[config.mk]
export PLATFORM = sky130hd
export DESIGN_NAME = row_add_engine
export DESIGN_NICKNAME = d
export VERILOG_FILES = /design/src/design/matrix_pkg.sv /design/src/design/row_add_engine.sv
export VERILOG_INCLUDE_DIRS = /design/src /design/src/design
export SDC_FILE = /design/constraint.sdc
export NUM_CORES = 1
export LEC_CHECK = 0
export BUFFER_PORTS_ARGS = -buffer_cell sky130_fd_sc_hd__buf_2
export CELL_PAD_IN_SITES_DETAIL_PLACEMENT = 0
export CELL_PAD_IN_SITES_GLOBAL_PLACEMENT = 1
export CORE_AREA = 5 5 271 273
export CTS_CLUSTER_SIZE = 30
export DETAILED_ROUTE_END_ITERATION = 7
export DIE_AREA = 0 0 276 278
export PLACE_DENSITY = 0.61
export SLEW_MARGIN = 10
export SYNTH_ARGS = -nofsm -noshare
export SYNTH_HDL_FRONTEND = slang
export SYNTH_SLANG_ARGS = --single-unit
[constraint.sdc]
create_clock -name clk -period 13.84 [get_ports clk]
set_clock_uncertainty 0.2 [all_clocks]
set_input_delay 0 -clock clk [delete_from_list [all_inputs] [get_ports clk]]
set_output_delay 0 -clock clk [all_outputs]
set_load 0.05 [all_outputs]
[src/design/matrix_adder_params.svh]
`ifndef MATRIX_ADDER_PARAMS_SVH
`define MATRIX_ADDER_PARAMS_SVH

// grid side length
`define MAT_DIM 5

// elements in the full grid
`define MAT_ELEMS 25

`define DATA_WIDTH 9
`define DIM_WIDTH 3

`endif

[src/design/matrix_pkg.sv]
`default_nettype none

`include "matrix_adder_params.svh"

package matrix_pkg;

    // one matrix element, sums wrap at this width
    typedef logic [`DATA_WIDTH-1:0] elem_t;

    // row and column counts of one operand
    typedef struct packed {
        logic [`DIM_WIDTH-1:0] rows;
        logic [`DIM_WIDTH-1:0] cols;
    } mat_dims_t;

    // one grid row, column 0 in the low bits
    typedef elem_t [`MAT_DIM-1:0] row_t;

    // flat: packed row-major order, element 0 in the low bits
    // grid: padded 5x5 layout, grid[r][c] sits on flat[5*r+c]
    typedef union packed {
        elem_t [`MAT_ELEMS-1:0] flat;
        row_t [`MAT_DIM-1:0] grid;
    } matrix_u;

endpackage

`default_nettype wire

[src/design/row_add_engine.sv]
`timescale 1ns/1ps
`default_nettype none

`include "matrix_adder_params.svh"

module row_add_engine
    import matrix_pkg::*;
(
    input wire logic clk,
    input wire logic reset_n,
    input wire logic en,
    input wire mat_dims_t dims_a,
    input wire mat_dims_t dims_b,
    input wire matrix_u grid_a,
    input wire matrix_u grid_b,
    output logic load,
    output logic restore,
    output logic clear,
    output matrix_u sum,
    output mat_dims_t dims,
    output logic busy,
    output logic is_valid
);

    localparam logic [2:0] ST_IDLE = 3'd0;
    localparam logic [2:0] ST_CHECK = 3'd1;
    localparam logic [2:0] ST_ADD = 3'd2;
    localparam logic [2:0] ST_RESTORE = 3'd3;
    localparam logic [2:0] ST_HOLD = 3'd4;

    logic [2:0] state;
    logic [`DIM_WIDTH-1:0] row_cnt;
    mat_dims_t dims_a_q;
    mat_dims_t dims_b_q;
    logic dims_ok;
    logic add_en;
    row_t row_a;
    row_t row_b;
    row_t row_sum;

    // shapes must match and lie in 1..5
    assign dims_ok = (dims_a_q == dims_b_q)
                  && (dims_a_q.rows != '0) && (dims_a_q.rows <= `MAT_DIM)
                  && (dims_a_q.cols != '0) && (dims_a_q.cols <= `MAT_DIM);

    assign load = (state == ST_IDLE) && en;
    assign restore = (state == ST_RESTORE);
    assign clear = (state == ST_HOLD) && !en;
    assign busy = (state == ST_CHECK) || (state == ST_ADD) || (state == ST_RESTORE);
    assign dims = dims_a_q;

    // row 0 is added in the check cycle when the shapes pass
    assign add_en = ((state == ST_CHECK) && dims_ok) || (state == ST_ADD);

    // five parallel adders on the selected row
    always_comb begin
        row_a = grid_a.grid[row_cnt];
        row_b = grid_b.grid[row_cnt];
        for (int c = 0; c < `MAT_DIM; c++) begin
            row_sum[c] = row_a[c] + row_b[c];
        end
    end

    always_ff @(posedge clk or negedge reset_n) begin
        if (!reset_n) begin
            state <= ST_IDLE;
            row_cnt <= '0;
            is_valid <= 1'b1;
            dims_a_q <= '0;
            dims_b_q <= '0;
        end else begin
            case (state)
                ST_IDLE: begin
                    if (en) begin
                        state <= ST_CHECK;
                        row_cnt <= '0;
                        dims_a_q <= dims_a;
                        dims_b_q <= dims_b;
                    end
                end
                ST_CHECK: begin
                    if (dims_ok) begin
                        state <= ST_ADD;
                        row_cnt <= row_cnt + 1'b1;
                    end else begin
                        state <= ST_HOLD;
                        is_valid <= 1'b0;
                    end
                end
                ST_ADD: begin
                    if (row_cnt == `DIM_WIDTH'(`MAT_DIM - 1)) begin
                        state <= ST_RESTORE;
                    end else begin
                        row_cnt <= row_cnt + 1'b1;
                    end
                end
                ST_RESTORE: begin
                    state <= ST_HOLD;
                end
                ST_HOLD: begin
                    // wait for en to drop, then start over
                    if (!en) begin
                        state <= ST_IDLE;
                        is_valid <= 1'b1;
                    end
                end
                default: begin
                    state <= ST_IDLE;
                end
            endcase
        end
    end

    // every row is rewritten before restore reads it
    always_ff @(posedge clk) begin
        if (add_en) begin
            sum.grid[row_cnt] <= row_sum;
        end
    end

endmodule

`default_nettype wire

==> out/metrics.csv <==
metric,value,unit
drive_above_1_share,0.471,
rr_worst_depth,12,
finalHoldWorstSlack,23.3,ps
final_cell_count_no_fill,2724,
chip_width,276,um
fmax,204,MHz
avgSynthCellArea,12.7,um^2
cts_tree,yes,
synth-simple-area-share,0.0702,
final_estimated_routing_congestion_in_global_placement,0.969,
seq_area_frac_synth,0.566,
finalSetupTns,0,ps
rsz0062_at_grt,false,
finalSetupViolCount,0,
maximum_number_of_pins_on_one_net_before_global_route_repair,79,
first_global_vias,12500,
drc_violation_count_after_routing,0,
hpwlAfterDp,52.5,mm
worst_r2r_endpoint,sum[98],
cts_htree_levels,1,
nFillCells,7596,
flip_flop_and_latch_count_after_synthesis,244,
crit_arrival,5040,ps
count_of_tritonroute_iterations_in_the_first_routing_pass,5,
maxSlewHeadroom,0.355,
path_class,flip-flop to flip-flop,
synth-edff-count,225,
clkSinkCount,244,
placed_cells_incl_taps,2607,
synth_compound_gate_area_share,0.130,
worst_setup_path_startpoint,row_cnt[0],
start_util,0.180,
final_antenna_net_count,0,
mostFrequentLayoutCell,buf_2,
std_cell_rows,98,
power_density,187,nW/um^2
drv_slew,0,
r2r_slack,8940,ps
clk_pin_slew_worst_paths,70,ps
max-clock-path-buffers,3,
clkLatencyLatePin,570,ps
min_period_over_period,0.354,
routed_wl,66.8,mm
coreArea,70900,um^2
avgViaCountPerCell,4.37,
cts_inserted_buffers,28,
hold_class,input pin to flip-flop,
first_pass_grt_wire_length,91.5,mm
layout_common_cells,"buf_2, edfxtp_1, nor2_1, a21oi_1, a22oi_1",
cts_root_buf,clkbuf_16,
final_hold_viol_count,0,
synth_top_family_by_area,compound AO/OA/AOI/OAI gates,
top_level_ports,701,
timing.critical_path.to,sum[98],
maxCapViolCount,0,
crit_path_max_fanout,49,
synth_warnings,0,
globalRouteOverflowTotal,0,
worst-endpoint-required,13970,ps
port_buffers,700,
launch_point_of_the_worst_reg_to_reg_path,row_cnt[0],
p_leak,0.00759,uW
post-cts-setup-buffers,0,
groute.usage.overall,0.162,
fin_nets,2256,
synthMuxAreaShare,0.118,
vdd_ir_drop_max,0.0917,mV
synth_ff_type,edfxtp_1,
area_delta_synth_final,47.3,%
tightestPinTransition,968,ps
netlist_instances,1002,
netlist_area,12800,um^2
min_period,4900,ps
routed_wire_length_per_instance,24.5,um
dieHeight,278,um
synthArstFlopShare,0.0779,
synthDistinctLibCells,56,
synth_nets,1514,
critical_path_start_type,flip-flop,
setup.worst_path.end_class,flip-flop,
synthXorXnorAreaFrac,0.0288,
die_area,76700,um^2
antenna_found_initial,14,
first_iter_violations,729,
outcome,"complete, no violations",
yosys.area_share.adder,0.0490,
vias,11900,
-- routing by layer --
layer | GRT usage | vias to the layer above | share of wire | routed length [um]
li1 | - | 5367 | - | -
met1 | 0.184 | 5753 | 0.38 | 25300
met2 | 0.293 | 671 | 0.51 | 33900
met3 | 0.0442 | 99 | 0.077 | 5160
met4 | 0.0581 | 4 | 0.036 | 2390
met5 | 0 | - | 0.00031 | 21
-- worst min path at each step --
stage	depth (start not counted)	start	endpoint
2_1_floorplan	0	reset_n	dims[0]
3_5_place_dp	1	reset_n	dims[4]
3_3_place_gp	1	reset_n	dims[4]
4_1_cts	4	grid_a[189]	sum[144]
5_1_grt	4	grid_a[189]	sum[144]
6_report	4	grid_a[189]	sum[144]
-- logic make-up (layout without fill, tap and decap cells) --
kind of cell	after synthesis	after routing
buffers and inverters	104	867
flip-flops	244	244
adder cells (fa/ha/maj)	47	47
multiplexers	106	106
AO/OA/AOI/OAI	261	261
other	0	9
XOR/XNOR	42	42
AND/OR/NAND/NOR	198	198
-- layout make-up --
type                       count  area [um^2]  share of cell area
tap                          950         1190              0.0631
sequential                   244         7240               0.385
multi-input combinational    654         5110               0.271
clock buffer                  30          729              0.0388
clock inverter                21          145             0.00771
inverter                      38          143             0.00758
timing repair buffer         778         4240               0.225
antenna                        9         22.5             0.00120
-- worst max-delay path, stage by stage (launching register included) --
cell and delay (ps):
dfrtp_4 720, buf_4 610, nor2_1 100, a21oi_1 150, o22ai_1 80, dlygate4sd3_1 570
ha_1 220, fa_1 470, a21o_1 170, a21oi_1 250, o21ai_0 180, o41ai_1 430
xor2_1 400
-- state kept, by name, summed over array words and instances, names as in the netlist --
register / cells
is_valid: 1
row_cnt: 3
dims_b_q: 6
state: 3
sum: 225
dims: 6
-- through the flow --
step / area, um^2 / worst slack [ps] / total power (uW) / util
6_report: 18800 / 8940 / 3520 / 0.266
5_1_grt: 18800 / 8570 / 3730 / 0.265
4_1_cts: 18800 / 8890 / 3580 / 0.265
3_5_place_dp: 17300 / 9010 / 2780 / 0.245
3_3_place_gp: 17300 / 9240 / 2740 / 0.245
2_1_floorplan: 12800 / 8650 / 2180 / -
-- Yosys cell counts, drive strengths merged, types with 13 or more instances --
cell | instances | area [um^2]
dfrtp | 18 | 450
nand3 | 37 | 185
mux2i | 55 | 551
a21oi | 62 | 314
edfxtp | 225 | 6760
o21ai | 53 | 265
clkbuf | 29 | 109
inv | 38 | 143
mux4 | 34 | 766
xnor2 | 29 | 254
ha | 42 | 526
o22ai | 48 | 307
nor2 | 94 | 353
nor3 | 17 | 85.1
mux2 | 17 | 191
buf | 37 | 231
nand2 | 25 | 93.8
xor2 | 13 | 114
a22oi | 57 | 428
-- timing repair --
item                                    in CTS  in global routing
endpoints found under the setup margin       0                  0
hold buffers                                57                  0
resized for setup                            0                  0
endpoints found under the hold margin       92                  0
-- report_power, final --
part / switching, uW / internal, uW
logic: 1040 / 552
clock network: 334 / 387
registers: 47.6 / 1150
Note: power is estimated with default switching activity, not from simulation.
